==> config.mk <==
export PLATFORM = sky130hd
export DESIGN_NAME = systolic_array
export DESIGN_NICKNAME = d
export VERILOG_FILES = /design/src/source/mm_types_pkg.sv /design/src/source/stream_beat_pkg.sv /design/src/source/systolic_array.sv /design/src/source/processing_element.sv /design/src/source/pe_control.sv /design/src/source/axis_skid_buffer.sv
export VERILOG_INCLUDE_DIRS = /design/src /design/src/source
export SDC_FILE = /design/constraint.sdc
export NUM_CORES = 2
export LEC_CHECK = 0
export ABC_AREA = 1
export BUFFER_PORTS_ARGS = -buffer_cell sky130_fd_sc_hd__buf_2
export CAP_MARGIN = 0
export CORE_MARGIN = 10
export CORE_UTILIZATION = 45
export CTS_CLUSTER_DIAMETER = 60
export DETAILED_ROUTE_END_ITERATION = 8
export PLACE_DENSITY_LB_ADDON = 0.2
export SLEW_MARGIN = 25
export SYNTH_ARGS = -nofsm -noshare
export SYNTH_HDL_FRONTEND = slang
export SYNTH_SLANG_ARGS = --single-unit
==> constraint.sdc <==
create_clock -name clk -period 7.2 [get_ports clk]
set_clock_uncertainty 0.05 [all_clocks]
set_input_delay 0.36 -clock clk [delete_from_list [all_inputs] [get_ports clk]]
set_output_delay 0.36 -clock clk [all_outputs]
set_load 0.005 [all_outputs]
==> src/source/pe_config.svh <==
`ifndef PE_CONFIG_SVH
`define PE_CONFIG_SVH

// Signed operand width on the left and top streams
`define PE_OPERAND_WIDTH 16

// Accumulator and result width
// Wide enough for one full 16x16 product
`define PE_PSUM_WIDTH 32

// Grid size
`define PE_ROWS 2
`define PE_COLS 2

// Products and sums wrap modulo 2^PE_PSUM_WIDTH

`endif
==> src/source/mm_types_pkg.sv <==
`default_nettype none

`include "pe_config.svh"

package mm_types_pkg;

  // Operand on the left and top streams
  typedef logic signed [`PE_OPERAND_WIDTH-1:0] operand_t;

  // Accumulator, product and result word
  typedef logic signed [`PE_PSUM_WIDTH-1:0] psum_t;

  // Element control states
  typedef enum logic [1:0] {
    // Taking operand pairs
    ST_ACCUM,
    // Own result on the down stream
    ST_EXPORT,
    // Passing results from the element above
    ST_FORWARD_UP
  } pe_state_t;

endpackage

`default_nettype wire

==> src/source/stream_beat_pkg.sv <==
`default_nettype none

package stream_beat_pkg;

  // Left and top operand beat
  // Data in the upper bits, last in bit 0
  typedef struct packed {
    mm_types_pkg::operand_t data;
    logic                   last;
  } operand_beat_t;

  // Partial sum beat on the up and down chain
  typedef struct packed {
    mm_types_pkg::psum_t data;
    logic                last;
  } psum_beat_t;

  // Last marks the end of a vector on operand streams
  // and the end of a column on result streams

endpackage

`default_nettype wire

==> src/source/systolic_array.sv <==
`timescale 1ns/1ps
`default_nettype none

`include "pe_config.svh"

module systolic_array (
  input  logic                          clk,
  input  logic                          reset,
  input  stream_beat_pkg::operand_beat_t left_beat [`PE_ROWS],
  input  logic [`PE_ROWS-1:0]           left_valid,
  output logic [`PE_ROWS-1:0]           left_ready,
  input  stream_beat_pkg::operand_beat_t top_beat [`PE_COLS],
  input  logic [`PE_COLS-1:0]           top_valid,
  output logic [`PE_COLS-1:0]           top_ready,
  output stream_beat_pkg::psum_beat_t    result_beat [`PE_COLS],
  output logic [`PE_COLS-1:0]           result_valid,
  input  logic [`PE_COLS-1:0]           result_ready,
  output logic                          err_unaligned
);
  import stream_beat_pkg::*;

  // Horizontal links, slot c feeds the element in column c
  operand_beat_t h_beat  [`PE_ROWS][`PE_COLS+1];
  logic          h_valid [`PE_ROWS][`PE_COLS+1];
  logic          h_ready [`PE_ROWS][`PE_COLS+1];
  // Vertical operand links, slot r feeds row r
  operand_beat_t v_beat  [`PE_ROWS+1][`PE_COLS];
  logic          v_valid [`PE_ROWS+1][`PE_COLS];
  logic          v_ready [`PE_ROWS+1][`PE_COLS];
  // Result chain, slot r is the up input of row r
  psum_beat_t    d_beat  [`PE_ROWS+1][`PE_COLS];
  logic          d_valid [`PE_ROWS+1][`PE_COLS];
  logic          d_ready [`PE_ROWS+1][`PE_COLS];
  logic [`PE_ROWS*`PE_COLS-1:0] err_vec;

  genvar r, c;
  generate
    for (r = 0; r < `PE_ROWS; r++) begin : g_row_edge
      assign h_beat[r][0]        = left_beat[r];
      assign h_valid[r][0]       = left_valid[r];
      assign left_ready[r]       = h_ready[r][0];
      // Right edge never forwards
      assign h_ready[r][`PE_COLS] = 1'b0;
    end
    for (c = 0; c < `PE_COLS; c++) begin : g_col_edge
      assign v_beat[0][c]         = top_beat[c];
      assign v_valid[0][c]        = top_valid[c];
      assign top_ready[c]         = v_ready[0][c];
      assign v_ready[`PE_ROWS][c] = 1'b0;
      // Nothing above row 0
      assign d_beat[0][c]         = '0;
      assign d_valid[0][c]        = 1'b0;
      // Bottom of the chain is the column output
      assign result_beat[c]       = d_beat[`PE_ROWS][c];
      assign result_valid[c]      = d_valid[`PE_ROWS][c];
      assign d_ready[`PE_ROWS][c] = result_ready[c];
    end

    for (r = 0; r < `PE_ROWS; r++) begin : g_row
      for (c = 0; c < `PE_COLS; c++) begin : g_col
        processing_element #(
          .pe_row (r),
          .pe_col (c)
        ) i_pe (
          .clk           (clk),
          .reset         (reset),
          .left_beat     (h_beat[r][c]),
          .left_valid    (h_valid[r][c]),
          .left_ready    (h_ready[r][c]),
          .top_beat      (v_beat[r][c]),
          .top_valid     (v_valid[r][c]),
          .top_ready     (v_ready[r][c]),
          .up_beat       (d_beat[r][c]),
          .up_valid      (d_valid[r][c]),
          .up_ready      (d_ready[r][c]),
          .right_beat    (h_beat[r][c+1]),
          .right_valid   (h_valid[r][c+1]),
          .right_ready   (h_ready[r][c+1]),
          .bottom_beat   (v_beat[r+1][c]),
          .bottom_valid  (v_valid[r+1][c]),
          .bottom_ready  (v_ready[r+1][c]),
          .down_beat     (d_beat[r+1][c]),
          .down_valid    (d_valid[r+1][c]),
          .down_ready    (d_ready[r+1][c]),
          .err_unaligned (err_vec[r*`PE_COLS+c])
        );
      end
    end
  endgenerate

  // Any element seeing mismatched lasts
  assign err_unaligned = |err_vec;

endmodule

`default_nettype wire

==> src/source/processing_element.sv <==
`timescale 1ns/1ps
`default_nettype none

`include "pe_config.svh"

module processing_element #(
  parameter int pe_row    = 0,
  parameter int pe_col    = 0,
  parameter bit has_right = (pe_col < `PE_COLS - 1),
  parameter bit has_below = (pe_row < `PE_ROWS - 1)
) (
  input  logic                          clk,
  input  logic                          reset,

  input  stream_beat_pkg::operand_beat_t left_beat,
  input  logic                          left_valid,
  output logic                          left_ready,

  input  stream_beat_pkg::operand_beat_t top_beat,
  input  logic                          top_valid,
  output logic                          top_ready,

  input  stream_beat_pkg::psum_beat_t    up_beat,
  input  logic                          up_valid,
  output logic                          up_ready,

  output stream_beat_pkg::operand_beat_t right_beat,
  output logic                          right_valid,
  input  logic                          right_ready,

  output stream_beat_pkg::operand_beat_t bottom_beat,
  output logic                          bottom_valid,
  input  logic                          bottom_ready,

  output stream_beat_pkg::psum_beat_t    down_beat,
  output logic                          down_valid,
  input  logic                          down_ready,

  output logic                          err_unaligned
);
  import mm_types_pkg::*;
  import stream_beat_pkg::*;

  localparam bit has_up = (pe_row > 0);

  // Skid buffer sides facing the datapath
  operand_beat_t l_int_beat;
  logic          l_int_valid;
  logic          l_int_ready;
  operand_beat_t t_int_beat;
  logic          t_int_valid;
  logic          t_int_ready;
  psum_beat_t    u_int_beat;
  logic          u_int_valid;
  logic          u_int_ready;
  psum_beat_t    d_int_beat;
  logic          d_int_valid;
  logic          d_int_ready;

  logic  d_last;
  logic  d_from_up;
  logic  acc_enable;
  logic  acc_clear;
  psum_t product;
  psum_t acc_q;

  axis_skid_buffer #(.beat_t(operand_beat_t)) i_left_skid (
    .clk       (clk),
    .reset     (reset),
    .in_beat   (left_beat),
    .in_valid  (left_valid),
    .in_ready  (left_ready),
    .out_beat  (l_int_beat),
    .out_valid (l_int_valid),
    .out_ready (l_int_ready)
  );

  axis_skid_buffer #(.beat_t(operand_beat_t)) i_top_skid (
    .clk       (clk),
    .reset     (reset),
    .in_beat   (top_beat),
    .in_valid  (top_valid),
    .in_ready  (top_ready),
    .out_beat  (t_int_beat),
    .out_valid (t_int_valid),
    .out_ready (t_int_ready)
  );

  generate
    if (has_up) begin : g_up_skid
      axis_skid_buffer #(.beat_t(psum_beat_t)) i_up_skid (
        .clk       (clk),
        .reset     (reset),
        .in_beat   (up_beat),
        .in_valid  (up_valid),
        .in_ready  (up_ready),
        .out_beat  (u_int_beat),
        .out_valid (u_int_valid),
        .out_ready (u_int_ready)
      );
    end else begin : g_no_up
      // Top row, nothing arrives from above
      assign up_ready    = 1'b0;
      assign u_int_beat  = '0;
      assign u_int_valid = 1'b0;
    end
  endgenerate

  axis_skid_buffer #(.beat_t(psum_beat_t)) i_down_skid (
    .clk       (clk),
    .reset     (reset),
    .in_beat   (d_int_beat),
    .in_valid  (d_int_valid),
    .in_ready  (d_int_ready),
    .out_beat  (down_beat),
    .out_valid (down_valid),
    .out_ready (down_ready)
  );

  pe_control #(
    .has_up    (has_up),
    .has_right (has_right),
    .has_below (has_below)
  ) i_pe_control (
    .clk           (clk),
    .reset         (reset),
    .l_valid       (l_int_valid),
    .l_last        (l_int_beat.last),
    .t_valid       (t_int_valid),
    .t_last        (t_int_beat.last),
    .u_valid       (u_int_valid),
    .u_last        (u_int_beat.last),
    .r_ready       (right_ready),
    .b_ready       (bottom_ready),
    .d_ready       (d_int_ready),
    .l_ready       (l_int_ready),
    .t_ready       (t_int_ready),
    .u_ready       (u_int_ready),
    .r_valid       (right_valid),
    .b_valid       (bottom_valid),
    .d_valid       (d_int_valid),
    .d_last        (d_last),
    .d_from_up     (d_from_up),
    .acc_enable    (acc_enable),
    .acc_clear     (acc_clear),
    .err_unaligned (err_unaligned)
  );

  // Operands travel on unchanged, valids come from control
  assign right_beat  = l_int_beat;
  assign bottom_beat = t_int_beat;

  // Full signed product fits the sum width
  assign product = psum_t'(l_int_beat.data) * psum_t'(t_int_beat.data);

  // MAC register, first pair of a vector overwrites
  always_ff @(posedge clk) begin
    if (acc_enable) begin
      acc_q <= acc_clear ? product : acc_q + product;
    end
  end

  // Own result or a word passed from above
  always_comb begin
    d_int_beat.data = d_from_up ? u_int_beat.data : acc_q;
    d_int_beat.last = d_last;
  end

endmodule

`default_nettype wire

==> src/source/pe_control.sv <==
`timescale 1ns/1ps
`default_nettype none

module pe_control #(
  parameter bit has_up    = 1'b0,
  parameter bit has_right = 1'b0,
  parameter bit has_below = 1'b0
) (
  input  logic clk,
  input  logic reset,
  input  logic l_valid,
  input  logic l_last,
  input  logic t_valid,
  input  logic t_last,
  input  logic u_valid,
  input  logic u_last,
  input  logic r_ready,
  input  logic b_ready,
  input  logic d_ready,
  output logic l_ready,
  output logic t_ready,
  output logic u_ready,
  output logic r_valid,
  output logic b_valid,
  output logic d_valid,
  output logic d_last,
  output logic d_from_up,
  output logic acc_enable,
  output logic acc_clear,
  output logic err_unaligned
);
  import mm_types_pkg::*;

  pe_state_t state_q;
  pe_state_t state_d;
  // Next fire starts a new vector
  logic      first_q;
  logic      pair_ok;
  logic      right_ok;
  logic      below_ok;
  logic      fire;
  logic      vec_end;

  // Both operands present while accumulating
  assign pair_ok  = (state_q == ST_ACCUM) && l_valid && t_valid;
  // Edge elements have no neighbour to wait on
  assign right_ok = !has_right || r_ready;
  assign below_ok = !has_below || b_ready;
  assign fire     = pair_ok && right_ok && below_ok;
  assign vec_end  = fire && (l_last || t_last);

  // Copy valids wait only on the other copy
  // so each transfer lines up with fire
  assign r_valid = has_right && pair_ok && below_ok;
  assign b_valid = has_below && pair_ok && right_ok;

  // Left and top consumed together
  assign l_ready = fire;
  assign t_ready = fire;

  assign acc_enable = fire;
  assign acc_clear  = first_q;

  // Down stream source and flags
  assign d_from_up = (state_q == ST_FORWARD_UP);
  assign d_valid   = (state_q == ST_EXPORT) || (d_from_up && u_valid);
  assign u_ready   = d_from_up && d_ready;
  // Only row 0 closes the column with its own word
  assign d_last    = (state_q == ST_EXPORT) ? !has_up : (d_from_up && u_last);

  always_comb begin
    state_d = state_q;
    case (state_q)
      ST_ACCUM: begin
        if (vec_end) begin
          state_d = ST_EXPORT;
        end
      end
      ST_EXPORT: begin
        if (d_ready) begin
          state_d = has_up ? ST_FORWARD_UP : ST_ACCUM;
        end
      end
      ST_FORWARD_UP: begin
        // Back to work after the closing word from above
        if (u_valid && d_ready && u_last) begin
          state_d = ST_ACCUM;
        end
      end
      default: state_d = ST_ACCUM;
    endcase
  end

  always_ff @(posedge clk) begin
    if (reset) begin
      state_q       <= ST_ACCUM;
      first_q       <= 1'b1;
      err_unaligned <= 1'b0;
    end else begin
      state_q <= state_d;
      if (fire) begin
        first_q <= l_last || t_last;
      end
      // Sticky, the vector still ends on either last
      if (fire && (l_last != t_last)) begin
        err_unaligned <= 1'b1;
      end
    end
  end

endmodule

`default_nettype wire

==> src/source/axis_skid_buffer.sv <==
`timescale 1ns/1ps
`default_nettype none

module axis_skid_buffer #(
  parameter type beat_t = logic
) (
  input  logic  clk,
  input  logic  reset,

  input  beat_t in_beat,
  input  logic  in_valid,
  output logic  in_ready,

  output beat_t out_beat,
  output logic  out_valid,
  input  logic  out_ready
);

  // Second entry, only filled while the output stalls
  beat_t skid_beat;
  logic  skid_valid;
  logic  skid_valid_d;
  // Main register can take a beat this cycle
  logic  main_free;
  logic  in_fire;

  assign main_free = !out_valid || out_ready;
  assign in_fire   = in_valid && in_ready;

  // Skid empties whenever the main register moves
  always_comb begin
    if (main_free) begin
      skid_valid_d = 1'b0;
    end else begin
      skid_valid_d = skid_valid || in_fire;
    end
  end

  always_ff @(posedge clk) begin
    if (reset) begin
      out_valid  <= 1'b0;
      skid_valid <= 1'b0;
      in_ready   <= 1'b0;
    end else begin
      if (main_free) begin
        out_valid <= skid_valid || in_fire;
      end
      skid_valid <= skid_valid_d;
      // Registered ready, low only with both entries full
      in_ready   <= !skid_valid_d;
    end
  end

  // Payload path
  always_ff @(posedge clk) begin
    if (main_free) begin
      // Older beat in the skid goes first
      out_beat <= skid_valid ? skid_beat : in_beat;
    end
    if (!main_free && in_fire) begin
      skid_beat <= in_beat;
    end
  end

endmodule

`default_nettype wire

==> flow_summary.toml <==
[floorplanning]
dieArea_sq_mm = 0.204
coreArea_sq_mm = 0.186
die_w_um = 452
ios = 149
start_util = 0.453
die_h_um = 452
fp-row-count = 158

[logic_synthesis]
yosys-top-cells-area = "edfxtp_1 (28%), fa_1 (25%), nand2_1 (15%)"
async_flop_share = 0
synth_most_common_cell = "nand2_1"
yosys.area.top_type_share = 0.284
synth_nets = 11700
synth.top_cells.by_count = "nand2_1 (3,253), inv_1 (2,166), fa_1 (1,052)"
syn_area_sq_mm = 0.0840
synth_edf_count = 796
syn_inst = 10100
yosysWarningCount = 0
yosysSeqAreaShare = 0.298
yosysUniqueCellTypes = 48
synth_seq_cells = 852
avgSynthCellArea_sq_um = 8.34
synth_flop_cell = "edfxtp_1"
yosysTopAreaCell = "edfxtp_1"

[setup_path]
critical_path_class = "register to register"
arrival_ns = 7.50
cp_common_cell = "nand2_1"
crit_path_top_delay_cell = "fa_1"
cp_max_fo = 5
worstReg2RegEnd = "g_row[1].g_col[0].i_pe.acc_q[25]"
cp_slowest_stage_delay_ns = 0.52
crit_required_ns = 7.66
startpoint_type = "register"
reg2regPathDepth = 37
worst_setup_path_end_kind = "register"
rrSetupSlack_ns = 0.16
rr_startpoint = "g_row[1].g_col[0].i_pe.i_top_skid.out_beat[5]"

[sta]
setup_viol = 0
final.min_clock_period_ns = 7.04
post-route-period-util = 0.978
timing.final.ws_setup_ns = 0.157
rsz0062_at_grt = "true"
worst_pin_slew_ns = 1.03
fmaxAchievable_mhz = 142
slew_headroom = 0.316
hold_viol = 0
drv_slew = 0

[grt]
overflow = 0
grt_max_degree = 66
grt_first_pass_wirelength_mm = 377
grt_antenna_before_repair = 8
grtUsageTotal = 0.231
grt_pass1_vias = 68000

[drt]
drc = 0
drt_iter0_drc = 4662
avgViaCountPerCell = 4.94
ant_nets = 0
routed_wl_mm = 240
post_drt_wl_per_cell_um = 17.7
vias = 66800
first_pass_iters = 5

[final_layout]
post_route_cells_drive_above_1_share = 0.186
final_util = 0.550
area_delta_synth_final_pct = 21.6
final_nets = 12500
fill_cells = 16900

[clock_tree]
clkSlewWorstSetupHoldPaths_ns = 0.06
cts.path.max_buffers = 3
clkSinkCount = 852
cts_buffers = 110
tritoncts = "yes"
htreeDepth = 3
clk_latency_ns = 0.76
root_buffer = "clkbuf_16"

[worst_hold_path]
hold_path_end = "g_row[0].g_col[0].i_pe.i_top_skid.out_valid"
min_path_cells = 3
hp-start = "top_valid[0]"
min_path_type = "primary input to register"

[flow_run]
max-cap-violations = 0

[place]
gp_congestion = 0.934
io_buffers = 148
pre_cts_ws_ns = -0.309
place_hpwl_mm = 196

[run_status]
status = "finished, final reports clean"
[flip-flops by register name (all words and copies together), names as in the netlist, 6 cells and up]
| name | count |
|---|---|
| g_row.g_col.i_pe.i_down_skid.out_beat | 132 |
| g_row.g_col.i_pe.i_down_skid.skid_beat | 132 |
| g_row.g_col.i_pe.acc_q | 128 |
| g_row.g_col.i_pe.i_left_skid.out_beat | 68 |
| g_row.g_col.i_pe.i_left_skid.skid_beat | 68 |
| g_row.g_col.i_pe.i_top_skid.out_beat | 68 |
| g_row.g_col.i_pe.i_top_skid.skid_beat | 68 |
| g_row.g_col.i_pe.g_up_skid.i_up_skid.out_beat | 66 |
| g_row.g_col.i_pe.g_up_skid.i_up_skid.skid_beat | 66 |
| g_row.g_col.i_pe.i_pe_control.state_q | 6 |
[cell usage in the layout (no fill, tap or decap), drive strengths merged, types with 56 or more instances in the layout]
cell         instances
dfxtp               56
ha                 464
buf               1087
nand2             3271
clkbuf             136
dlygate4sd3         73
o21ai              176
nor2               523
xor2                66
edfxtp             796
inv               2191
fa                1052
a21oi              282
a31oi               73
nand4               57
nand3              326
nor3                59
[critical path, delay by kind of cell (launching register included)]
kind / cells / cell delay (ns)
fa+ha+maj: 8 / 3.55
simple gates: 18 / 1.60
buf+inv: 10 / 0.89
flops: 1 / 0.51
compound gates: 1 / 0.19
[worst max path at each step]
stage                                                          startpoint                               end  slack [ns]  depth (start not counted)
final                       g_row[1].g_col[0].i_pe.i_top_skid.out_beat[5]  g_row[1].g_col[0].i_pe.acc_q[25]        0.16                         37
after global routing        g_row[1].g_col[0].i_pe.i_top_skid.out_beat[5]  g_row[1].g_col[0].i_pe.acc_q[25]       -0.13                         37
after CTS                   g_row[1].g_col[0].i_pe.i_top_skid.out_beat[5]  g_row[1].g_col[0].i_pe.acc_q[23]      0.0008                         33
after detailed placement    g_row[1].g_col[1].i_pe.i_top_skid.out_beat[5]  g_row[1].g_col[1].i_pe.acc_q[24]       -0.31                         36
after global placement      g_row[1].g_col[1].i_pe.i_top_skid.out_beat[5]  g_row[1].g_col[1].i_pe.acc_q[24]       -0.30                         36
after floorplan           g_row[1].g_col[0].i_pe.i_left_skid.out_beat[16]  g_row[1].g_col[0].i_pe.acc_q[31]        0.36                         31
[area by class of cell]
cell class	count	area, sq um	area share
multi-input cells	6631	52600	0.514
flip-flops and latches	852	25000	0.245
repair buffers	1161	9460	0.0926
inverters	2179	8200	0.0802
well taps	2480	3100	0.0304
clock buffers	135	2910	0.0285
clock inverters	75	901	0.00882
diodes	3	7.51	0.0000735
[cell families (layout without fill, tap and decap cells)]
logic type,after synthesis,after routing,synth area share
xor+xnor,104,104,0.0113
simple gates,4398,4398,0.211
other cells,0,3,0
buf+inv,2597,3550,0.119
flops,852,852,0.298
compound gates,613,613,0.0404
fa+ha+maj,1516,1516,0.320
[per-layer routing]
metal  wire length [um]  vias to the layer above  global-route usage  part of all wire
met2             114000                     1519               0.384              0.47
met3              11300                      343              0.0242             0.047
met1             107000                    32800               0.321              0.45
li1                   -                    32200                   -                 -
met5                 13                        -                   0          0.000054
met4               7870                        2              0.0672             0.033
[metrics by stage]
step / area (sq um) / hold slack [ns] / std cells / TNS (ns)
after floorplan: 84000 / 0.374 / 10100 / 0
after global placement: 93300 / 0.384 / 13200 / -5.08
after detailed placement: 93400 / 0.386 / 13200 / -5.15
after CTS: 98500 / 0.0266 / 13500 / 0
after global routing: 102000 / 0.0381 / 13500 / -1.46
final: 102000 / 0.0675 / 13500 / 0
[repair_timing]
action | in CTS | in global routing
resized for setup | 96 | 760
buffers inserted | 25 | 45
cloned | 0 | 3
hold buffers | 73 | 0
pin swaps | 8 | 159
endpoints found under the setup margin | 49 | 75
hold endpoints to repair | 142 | 0
Power is left out: the tool's default activity adds up to more than one toggle a clock period on the data nets, which glitch-free logic cannot reach.
